## src/common/ialu_cfg_pkg.sv

```systemverilog
/* ALU configuration constants
   Word width, multiplier chunk size and the fixed registers around the stage chain */
package ialu_cfg_pkg;

    // ------------------------------------------------------------------
    // Datapath sizing
    // ------------------------------------------------------------------

    localparam int XLEN_DEFAULT   = 32;   // Data word width
    localparam int CHUNK_DEFAULT  = 8;    // Multiplier bits per stage

    // ------------------------------------------------------------------
    // Pipeline depth
    // ------------------------------------------------------------------

    // Issue register plus output register
    // Full latency is this plus XLEN/CHUNK stages
    localparam int RETIRE_LATENCY = 2;

endpackage

```

## src/common/ialu_cmd_pkg.sv

```systemverilog
/* ALU command encoding
   Raw 5-bit codes, the group/variant field view and the variant bit positions */
package ialu_cmd_pkg;

    // Shift amount taken from op2
    localparam int SHAMT_W = 5;

    // ------------------------------------------------------------------
    // Command groups
    // ------------------------------------------------------------------

    typedef enum logic [1:0] {
        GRP_ALU = 2'b00,   // Add, sub, bitwise logic
        GRP_CMP = 2'b01,   // Set-less-than and branch compares
        GRP_SHF = 2'b10,   // Shifts
        GRP_MUL = 2'b11    // Multiplier chain
    } ialu_grp_e;

    // Variant bits, multiply group
    localparam int VAR_HI    = 2;   // High half requested
    localparam int VAR_S1    = 1;   // Operand 1 signed
    localparam int VAR_S2    = 0;   // Operand 2 signed

    // Variant bits, compare group
    localparam int VAR_SGN   = 2;   // Signed compare
    localparam int VAR_INV   = 1;   // Invert the flag
    localparam int VAR_EQ    = 0;   // Equality instead of less-than

    // Variant bits, shift group
    localparam int VAR_RIGHT = 1;   // Right shift
    localparam int VAR_ARITH = 0;   // Sign fill on right shift

    typedef struct packed {
        ialu_grp_e  grp;
        logic [2:0] variant;
    } ialu_cmd_fields_s;

    // Same 5 bits, seen as raw code or as fields
    typedef union packed {
        logic [4:0]       raw;
        ialu_cmd_fields_s fields;
    } ialu_cmd_u;

    // ------------------------------------------------------------------
    // Raw command codes, {grp, variant}
    // ------------------------------------------------------------------

    typedef enum logic [4:0] {
        CMD_ADD    = 5'h00,
        CMD_SUB    = 5'h01,
        CMD_AND    = 5'h02,
        CMD_OR     = 5'h03,
        CMD_XOR    = 5'h04,
        CMD_LTU    = 5'h08,   // unsigned, no invert
        CMD_EQ     = 5'h09,
        CMD_GEU    = 5'h0A,
        CMD_NE     = 5'h0B,
        CMD_LT     = 5'h0C,   // signed
        CMD_GE     = 5'h0E,
        CMD_SLL    = 5'h10,
        CMD_SRL    = 5'h12,
        CMD_SRA    = 5'h13,
        CMD_MUL    = 5'h1B,   // low half, sign bits set for the negate path
        CMD_MULHU  = 5'h1C,
        CMD_MULHSU = 5'h1E,
        CMD_MULH   = 5'h1F
    } ialu_cmd_e;

endpackage

```

## src/common/mul_stage_if.sv

```systemverilog
/* Link between ALU pipeline stages
   Carries one in-flight operation forward and the stall control backward */
`timescale 1ns/100ps

interface mul_stage_if #(
    parameter int XLEN = ialu_cfg_pkg::XLEN_DEFAULT
);
    import ialu_cmd_pkg::*;

    logic              valid;     // Stage holds an operation
    ialu_cmd_u         cmd;
    logic [XLEN-1:0]   mcand;     // Multiplicand magnitude
    logic [XLEN-1:0]   mplier;    // Multiplier bits still to consume
    logic [2*XLEN-1:0] acc;       // Partial product so far
    logic              neg;       // Negate product at retire
    logic [XLEN-1:0]   res;       // Finished non-multiply result
    logic              flag;      // Compare result
    logic              advance;   // Whole chain moves this cycle

    // Upstream side
    modport src (
        output valid, cmd, mcand, mplier, acc, neg, res, flag,
        input  advance
    );

    // Downstream side
    modport dst (
        input  valid, cmd, mcand, mplier, acc, neg, res, flag,
        output advance
    );

endinterface

```

## src/exec/ialu_issue.sv

```systemverilog
/* ALU issue stage
   Registers the command, computes add/compare/logic/shift and prepares multiply operands */
`timescale 1ns/100ps

module ialu_issue #(
    parameter int XLEN = ialu_cfg_pkg::XLEN_DEFAULT
) (
    input  logic                    clk,
    input  logic                    rst_n,
    input  logic                    valid_i,
    input  ialu_cmd_pkg::ialu_cmd_u cmd_i,
    input  logic [XLEN-1:0]         op1_i,
    input  logic [XLEN-1:0]         op2_i,
    output logic                    ready_o,
    mul_stage_if.src                out
);
    import ialu_cmd_pkg::*;

    // Input register
    logic                valid_q;
    ialu_cmd_u           cmd_q;
    logic [XLEN-1:0]     op1_q;
    logic [XLEN-1:0]     op2_q;

    // Main adder
    logic                sub;
    logic [XLEN:0]       sum;        // MSB is carry / borrow
    logic                flag_z;
    logic                flag_s;
    logic                flag_o;
    logic                flag_c;

    logic                cmp_flag;
    logic [XLEN-1:0]     alu_res;
    logic [SHAMT_W-1:0]  shamt;
    logic [XLEN-1:0]     shf_res;
    logic [XLEN-1:0]     res;

    // Multiply operand prep
    logic                is_mul;
    logic                op1_neg;    // op1 treated signed and negative
    logic                op2_neg;

    assign ready_o = out.advance;    // Chain stalled, input stalled

    // ------------------------------------------------------------------
    // Input register
    // ------------------------------------------------------------------

    always_ff @(posedge clk or negedge rst_n) begin
        if (!rst_n) begin
            valid_q <= 1'b0;
        end else if (out.advance) begin
            valid_q <= valid_i;
        end
    end

    always_ff @(posedge clk) begin
        if (valid_i && ready_o) begin
            cmd_q <= cmd_i;
            op1_q <= op1_i;
            op2_q <= op2_i;
        end
    end

    // ------------------------------------------------------------------
    // Main adder and flags
    // ------------------------------------------------------------------

    always_comb begin
        sub    = (cmd_q.raw != CMD_ADD);   // compares use the difference too
        sum    = sub ? ({1'b0, op1_q} - {1'b0, op2_q})
                     : ({1'b0, op1_q} + {1'b0, op2_q});
        flag_c = sum[XLEN];                // Borrow on subtract
        flag_z = ~|sum[XLEN-1:0];
        flag_s = sum[XLEN-1];
        // Overflow, operand signs vs result sign
        flag_o = sub ? ((op1_q[XLEN-1] ^ op2_q[XLEN-1]) & (flag_s ^ op1_q[XLEN-1]))
                     : (~(op1_q[XLEN-1] ^ op2_q[XLEN-1]) & (flag_s ^ op1_q[XLEN-1]));
    end

    // Equality, signed or unsigned less-than, then optional invert
    always_comb begin
        if (cmd_q.fields.variant[VAR_EQ]) begin
            cmp_flag = flag_z;
        end else if (cmd_q.fields.variant[VAR_SGN]) begin
            cmp_flag = flag_s ^ flag_o;
        end else begin
            cmp_flag = flag_c;
        end
        cmp_flag = cmp_flag ^ cmd_q.fields.variant[VAR_INV];
    end

    // ------------------------------------------------------------------
    // Logic, shift, result mux
    // ------------------------------------------------------------------

    always_comb begin
        case (cmd_q.raw)
            CMD_AND: alu_res = op1_q & op2_q;
            CMD_OR:  alu_res = op1_q | op2_q;
            CMD_XOR: alu_res = op1_q ^ op2_q;
            default: alu_res = sum[XLEN-1:0];   // ADD / SUB
        endcase
    end

    always_comb begin
        shamt = op2_q[SHAMT_W-1:0];             // Upper op2 bits ignored
        if (!cmd_q.fields.variant[VAR_RIGHT]) begin
            shf_res = op1_q << shamt;
        end else if (cmd_q.fields.variant[VAR_ARITH]) begin
            shf_res = $signed(op1_q) >>> shamt;
        end else begin
            shf_res = op1_q >> shamt;
        end
    end

    always_comb begin
        case (cmd_q.fields.grp)
            GRP_CMP: res = XLEN'(cmp_flag);     // Zero-extended flag
            GRP_SHF: res = shf_res;
            GRP_MUL: res = '0;                  // Product built in the chain
            default: res = alu_res;
        endcase
    end

    // ------------------------------------------------------------------
    // Multiplier operands, magnitudes plus sign of product
    // ------------------------------------------------------------------

    assign is_mul  = (cmd_q.fields.grp == GRP_MUL);
    assign op1_neg = is_mul & cmd_q.fields.variant[VAR_S1] & op1_q[XLEN-1];
    assign op2_neg = is_mul & cmd_q.fields.variant[VAR_S2] & op2_q[XLEN-1];

    assign out.valid  = valid_q;
    assign out.cmd    = cmd_q;
    assign out.mcand  = op1_neg ? -op1_q : op1_q;
    assign out.mplier = is_mul ? (op2_neg ? -op2_q : op2_q) : '0;   // zero, chain adds nothing
    assign out.acc    = '0;
    assign out.neg    = op1_neg ^ op2_neg;
    assign out.res    = res;
    assign out.flag   = cmp_flag;

    // Accepted command must reach the register free of X
    a_no_x_on_accept : assert property (
        @(posedge clk) disable iff (!rst_n)
        (valid_i && ready_o) |=> !$isunknown({cmd_q, op1_q, op2_q})
    ) else $error("ialu_issue: unknown command or operand bits accepted");

endmodule

```

## src/exec/mul_partial_stage.sv

```systemverilog
/* Multiplier partial-product stage
   Adds mcand times one CHUNK of the multiplier into the accumulator */
`timescale 1ns/100ps

module mul_partial_stage #(
    parameter int XLEN      = ialu_cfg_pkg::XLEN_DEFAULT,
    parameter int CHUNK     = ialu_cfg_pkg::CHUNK_DEFAULT,
    parameter int STAGE_IDX = 0
) (
    input  logic     clk,
    input  logic     rst_n,
    mul_stage_if.dst in,
    mul_stage_if.src out
);
    localparam int ACC_W = 2 * XLEN;
    localparam int POS   = STAGE_IDX * CHUNK;   // Bit weight of this stage's chunk

    logic [XLEN+CHUNK-1:0] pp;       // mcand x chunk
    logic [ACC_W-1:0]      pp_ext;   // aligned to POS

    // Stall is global, pass it upstream
    assign in.advance = out.advance;

    // ------------------------------------------------------------------
    // Partial product
    // ------------------------------------------------------------------

    assign pp     = in.mcand * in.mplier[CHUNK-1:0];
    assign pp_ext = ACC_W'(pp) << POS;

    // ------------------------------------------------------------------
    // Stage register
    // ------------------------------------------------------------------

    always_ff @(posedge clk or negedge rst_n) begin
        if (!rst_n) begin
            out.valid <= 1'b0;
        end else if (out.advance) begin
            out.valid <= in.valid;
        end
    end

    always_ff @(posedge clk) begin
        if (out.advance) begin
            out.cmd    <= in.cmd;
            out.mcand  <= in.mcand;
            out.mplier <= in.mplier >> CHUNK;   // Next chunk to the bottom
            out.acc    <= in.acc + pp_ext;
            out.neg    <= in.neg;
            // Non-multiply results ride along
            out.res    <= in.res;
            out.flag   <= in.flag;
        end
    end

endmodule

```

## src/exec/ialu_retire.sv

```systemverilog
/* ALU retire stage
   Sign-corrects the product, selects the result and holds it under back-pressure */
`timescale 1ns/100ps

module ialu_retire #(
    parameter int XLEN = ialu_cfg_pkg::XLEN_DEFAULT
) (
    input  logic            clk,
    input  logic            rst_n,
    mul_stage_if.dst        in,
    output logic            valid_o,
    output logic [XLEN-1:0] res_o,
    output logic            cmp_o,
    input  logic            ready_i
);
    import ialu_cmd_pkg::*;

    logic              advance;
    logic [2*XLEN-1:0] prod;      // Signed full product
    logic [XLEN-1:0]   mul_res;
    logic [XLEN-1:0]   res_d;
    logic              cmp_d;

    // Hold everything while a result waits
    assign advance    = !(valid_o && !ready_i);
    assign in.advance = advance;

    // ------------------------------------------------------------------
    // Result select
    // ------------------------------------------------------------------

    assign prod    = in.neg ? -in.acc : in.acc;
    assign mul_res = in.cmd.fields.variant[VAR_HI] ? prod[2*XLEN-1:XLEN]
                                                   : prod[XLEN-1:0];
    assign res_d   = (in.cmd.fields.grp == GRP_MUL) ? mul_res : in.res;
    assign cmp_d   = (in.cmd.fields.grp == GRP_CMP) & in.flag;   // 0 outside compares

    // ------------------------------------------------------------------
    // Output register
    // ------------------------------------------------------------------

    always_ff @(posedge clk or negedge rst_n) begin
        if (!rst_n) begin
            valid_o <= 1'b0;
        end else if (advance) begin
            valid_o <= in.valid;
        end
    end

    always_ff @(posedge clk) begin
        if (advance) begin
            res_o <= res_d;
            cmp_o <= cmp_d;
        end
    end

    // Stalled result stays put until taken
    a_hold_on_stall : assert property (
        @(posedge clk) disable iff (!rst_n)
        (valid_o && !ready_i) |=> (valid_o && $stable(res_o) && $stable(cmp_o))
    ) else $error("ialu_retire: result changed while stalled");

endmodule

```

## src/rtl/ialu_top.sv

```systemverilog
/* Pipelined integer ALU top level
   Issue, a chain of multiplier stages and retire, joined by stage links */
`timescale 1ns/100ps

module ialu_top #(
    parameter int XLEN  = ialu_cfg_pkg::XLEN_DEFAULT,
    parameter int CHUNK = ialu_cfg_pkg::CHUNK_DEFAULT
) (
    input  logic            clk,
    input  logic            rst_n,
    // Command side
    input  logic            valid_i,
    input  logic [4:0]      cmd_i,     // raw command code
    input  logic [XLEN-1:0] op1_i,
    input  logic [XLEN-1:0] op2_i,
    output logic            ready_o,
    // Result side
    output logic            valid_o,
    output logic [XLEN-1:0] res_o,
    output logic            cmp_o,
    input  logic            ready_i
);
    import ialu_cmd_pkg::*;

    localparam int NSTAGE = XLEN / CHUNK;   // Multiplier stages

    ialu_cmd_u cmd_u;

    // link[0] from issue, link[NSTAGE] into retire
    mul_stage_if #(.XLEN(XLEN)) link [0:NSTAGE] ();

    assign cmd_u.raw = cmd_i;

    ialu_issue #(.XLEN(XLEN)) u_issue (
        .clk     (clk),
        .rst_n   (rst_n),
        .valid_i (valid_i),
        .cmd_i   (cmd_u),
        .op1_i   (op1_i),
        .op2_i   (op2_i),
        .ready_o (ready_o),
        .out     (link[0])
    );

    for (genvar k = 0; k < NSTAGE; k++) begin : g_stage
        mul_partial_stage #(
            .XLEN      (XLEN),
            .CHUNK     (CHUNK),
            .STAGE_IDX (k)
        ) u_stage (
            .clk   (clk),
            .rst_n (rst_n),
            .in    (link[k]),
            .out   (link[k+1])
        );
    end

    ialu_retire #(.XLEN(XLEN)) u_retire (
        .clk     (clk),
        .rst_n   (rst_n),
        .in      (link[NSTAGE]),
        .valid_o (valid_o),
        .res_o   (res_o),
        .cmp_o   (cmp_o),
        .ready_i (ready_i)
    );

endmodule

```

## config.mk

```make
export PLATFORM = sky130hd
export DESIGN_NAME = ialu_top
export DESIGN_NICKNAME = d
export VERILOG_FILES = /design/src/common/ialu_cfg_pkg.sv /design/src/common/ialu_cmd_pkg.sv /design/src/common/mul_stage_if.sv /design/src/exec/ialu_issue.sv /design/src/exec/mul_partial_stage.sv /design/src/exec/ialu_retire.sv /design/src/rtl/ialu_top.sv
export SDC_FILE = /design/constraint.sdc
export NUM_CORES = 2
export LEC_CHECK = 0
export BUFFER_PORTS_ARGS = -buffer_cell sky130_fd_sc_hd__buf_2
export CAP_MARGIN = 40
export CORE_MARGIN = 4
export CORE_UTILIZATION = 30
export CTS_BUF_LIST = sky130_fd_sc_hd__clkbuf_8
export DETAILED_ROUTE_END_ITERATION = 8
export PLACE_DENSITY = 0.54
export RECOVER_POWER = 100
export SLEW_MARGIN = 20
export SYNTH_ARGS = -nofsm -noshare
export SYNTH_HDL_FRONTEND = slang
export SYNTH_SLANG_ARGS = --single-unit
```

## constraint.sdc

```tcl
create_clock -name clk -period 22.3 [get_ports clk]
set_input_delay 2.23 -clock clk [delete_from_list [all_inputs] [get_ports clk]]
set_output_delay 2.23 -clock clk [all_outputs]
set_load 0.02 [all_outputs]
```

==> metrics <==
Layout area overhead 9.21%; delay-heaviest family, CP buffers and inverters; initial antenna violation count 14; Setup TNS 0 ns; crit share post-route 0.485; Starting Density 0.302; cts bufs inserted 103; FILL cells 22400; path type of the worst min-delay path flip-flop to flip-flop; YS warnings 0; Horiz. Die Dim 476 um; layout cells sized above 1 0.0492; # Post-CTS Setup Buffers 0; clock root cell clkbuf_8; residual DRC count 0; Post-CTS Resized 0; Vias/cell 5.13; final core occ 0.330; violated checks capacitance limit, slew limit; CP Buf/Inv Count 4; GRT overflow 0; DRT Wirelength 208000 um; Overall Global Routing Usage 0.180; number of synthesized register bits 610; clk_lat worst skew 0.86 ns; count of final setup violators 0; WHS Path Cells 0; CTS Buffer Depth 3; critical path peak fanout 39; CP Launch Type flip-flop; most common cell after layout, fill and taps aside inv_1; Syn Area/Cell 9.75 um2; syn_nets 8002; fmax 92.5 MHz; Avg WL per Cell 21.3 um; outcome finished with violations; DRT iter0 DRCs 4201; Most used DFF post-synth edfxtp_1; Clock Skew 0.112 ns; most frequent cells in the layout inv_1 (878), fa_1 (724), nand2_1 (639); cell count after synthesis 6750; Post-DP HPWL 163000 um; port buffer count 107; Hold-fix buffers, CTS 0; Die Area 0.227 mm2; Max-cap violations 14; number of cells on the critical path 26; DR pass1 iterations 6; Slew headroom -1.22; synthesized area 0.0658 mm2; Slew Limit Fails 637; largest net degree at the start of global routing 190; Worst Tran Pin Value 3.34 ns; io pins 108; sequential-to-total area share from yosys stat 0.278; worst endpoint required time 22.88 ns; TritonCTS clock tree yes; Max stage delay on crit path 1.77 ns; GP Congestion 0.976; post-route minimum period 10.81 ns; vias in the first global route 50600; Vias 50100; CP Class flip-flop to flip-flop; async set-reset flop share out of synthesis 0.00984; Die H 476 um; number of nets still failing antenna checks after routing 0; core area 0.218 mm2; Final nets 8074; clock-pin slew on the worst setup and hold paths 0.07 ns; H-tree Lvls 3; Final Hold Fails 0; CTS sink cnt 610; CP endpoint kind flip-flop; Reg2Reg Depth 26; Post-synth EDFFs 604; CP max stage cell clkbuf_1; Site Rows 171; unrepaired setup endpoints after global routing no; Synth cell types 80; Crit path top cell by count fa_1; first-pass GRT wire length 316000 um; Worst EP arrival 11.39 ns
==> state kept, by name (all words and copies together) (netlist names), 4 cells and up <==
name,flops
u_issue.out.cmd,5
u_retire.res_o,32
g_stage.u_stage.out.cmd,12
u_issue.op2_q,32
g_stage.u_stage.out.acc,210
g_stage.u_stage.out.flag,4
g_stage.u_stage.out.mplier,48
g_stage.u_stage.out.res,128
g_stage.u_stage.out.mcand,96
u_issue.op1_q,32
g_stage.u_stage.out.valid,4
g_stage.u_stage.out.neg,4
==> logic make-up (layout without fill, tap and decap cells) <==
logic type / Yosys count / after routing / share of synthesized area
compound gates: 1235 / 1235 / 0.119
xor+xnor: 401 / 401 / 0.0533
fa+ha+maj: 1179 / 1179 / 0.307
buf+inv: 1121 / 1276 / 0.0639
flops: 610 / 610 / 0.278
mux: 137 / 137 / 0.0240
other cells: 0 / 7 / 0
simple gates: 2067 / 2067 / 0.155
==> final cells by class <==
| class | count | area [um2] | share of cell area |
|---|---|---|---|
| Sequential cell | 610 | 18300 | 0.254 |
| Multi-Input combinational cell | 5019 | 43300 | 0.603 |
| Clock buffer | 103 | 1420 | 0.0197 |
| Tap cell | 2854 | 3570 | 0.0497 |
| Antenna cell | 7 | 17.5 | 0.000244 |
| Clock inverter | 85 | 724 | 0.0101 |
| Timing Repair Buffer | 229 | 1310 | 0.0183 |
| Inverter | 859 | 3220 | 0.0448 |
==> worst reg2reg max path: stages (launching register included) <==
cell and delay (ns):
edfxtp_1 0.32, clkbuf_1 1.77, nand2_1 0.87, clkbuf_1 0.83, nor2_1 0.86, o21ai_0 0.25, xnor2_1 0.39, nor2_1 0.12
fa_1 0.59, inv_1 0.06, fa_1 0.55, fa_1 0.43, fa_1 0.49, inv_1 0.04, ha_1 0.36, a21o_1 0.20
a21oi_1 0.15, nor2b_1 0.07, o31a_1 0.29, o21ai_0 0.40, a211oi_1 0.21, o211ai_1 0.25, nand2_1 0.08, or4_1 0.44
a31o_2 0.25, a21oi_1 0.16, xnor2_1 0.09
==> layer usage <==
metal	track usage	vias to the layer above	routed length [um]
met4	0.0503	0	6240
met2	0.281	1803	93400
met5	0	-	0
met1	0.252	25200	92300
li1	-	22800	-
met3	0.0358	288	16100
==> cell usage after synthesis, types with 24 or more instances <==
library cell | count | area share
xnor2_1 | 288 | 0.038
o21a_1 | 43 | 0.0049
fa_1 | 724 | 0.22
mux2i_1 | 112 | 0.017
or3_1 | 39 | 0.0037
a21o_1 | 153 | 0.017
nand2_1 | 640 | 0.036
o21ai_0 | 288 | 0.022
a221oi_1 | 33 | 0.0044
and2_1 | 593 | 0.056
ha_1 | 455 | 0.086
xor2_1 | 113 | 0.015
a31oi_1 | 42 | 0.0040
o211ai_1 | 42 | 0.0048
a21oi_1 | 369 | 0.028
nor3_1 | 93 | 0.0071
a211oi_1 | 49 | 0.0056
buf_1 | 34 | 0.0019
nand2b_1 | 42 | 0.0040
clkbuf_1 | 228 | 0.013
nand4_1 | 48 | 0.0046
edfxtp_1 | 604 | 0.28
and3_1 | 24 | 0.0023
inv_1 | 856 | 0.049
o31ai_1 | 35 | 0.0040
o21bai_1 | 33 | 0.0038
nor2_1 | 406 | 0.023
nand3_1 | 66 | 0.0050
==> path summary, 6_finish.rpt <==
path,slack [ns],endpoint,startpoint
worst max-delay path,11.49,g_stage[0].u_stage.out.acc[39]$_DFFE_PN_,u_issue.out.cmd[3]$_DFFE_PP_
worst min-delay path,0.37,g_stage[2].u_stage.out.mplier[1]$_DFFE_PN_,g_stage[1].u_stage.out.mplier[9]$_DFFE_PN_
worst max register to register,11.49,g_stage[0].u_stage.out.acc[39]$_DFFE_PN_,u_issue.out.cmd[3]$_DFFE_PP_
worst min register to register,0.37,g_stage[2].u_stage.out.mplier[1]$_DFFE_PN_,g_stage[1].u_stage.out.mplier[9]$_DFFE_PN_
max in group asynchronous,20.71,g_stage[2].u_stage.out.valid$_DFFE_PN0N_,rst_n
min in group asynchronous,1.34,u_retire.valid_o$_DFFE_PN0N_,rst_n
==> through the flow <==
step / std cells / setup WS [ns] / hold WS [ns] / area [um2]
3_3_place_gp: 9539 / 13.55 / 0.400 / 69700
3_5_place_dp: 9563 / 13.96 / 0.405 / 70000
2_1_floorplan: 6750 / 1.98 / 0.400 / 65800
4_1_cts: 9751 / 13.91 / 0.362 / 72100
5_1_grt: 9763 / 10.87 / 0.379 / 71900
6_report: 9766 / 11.49 / 0.373 / 71900
Power is left out: the tool's default activity adds up to more than one toggle a clock period on the data nets, which glitch-free logic cannot reach.
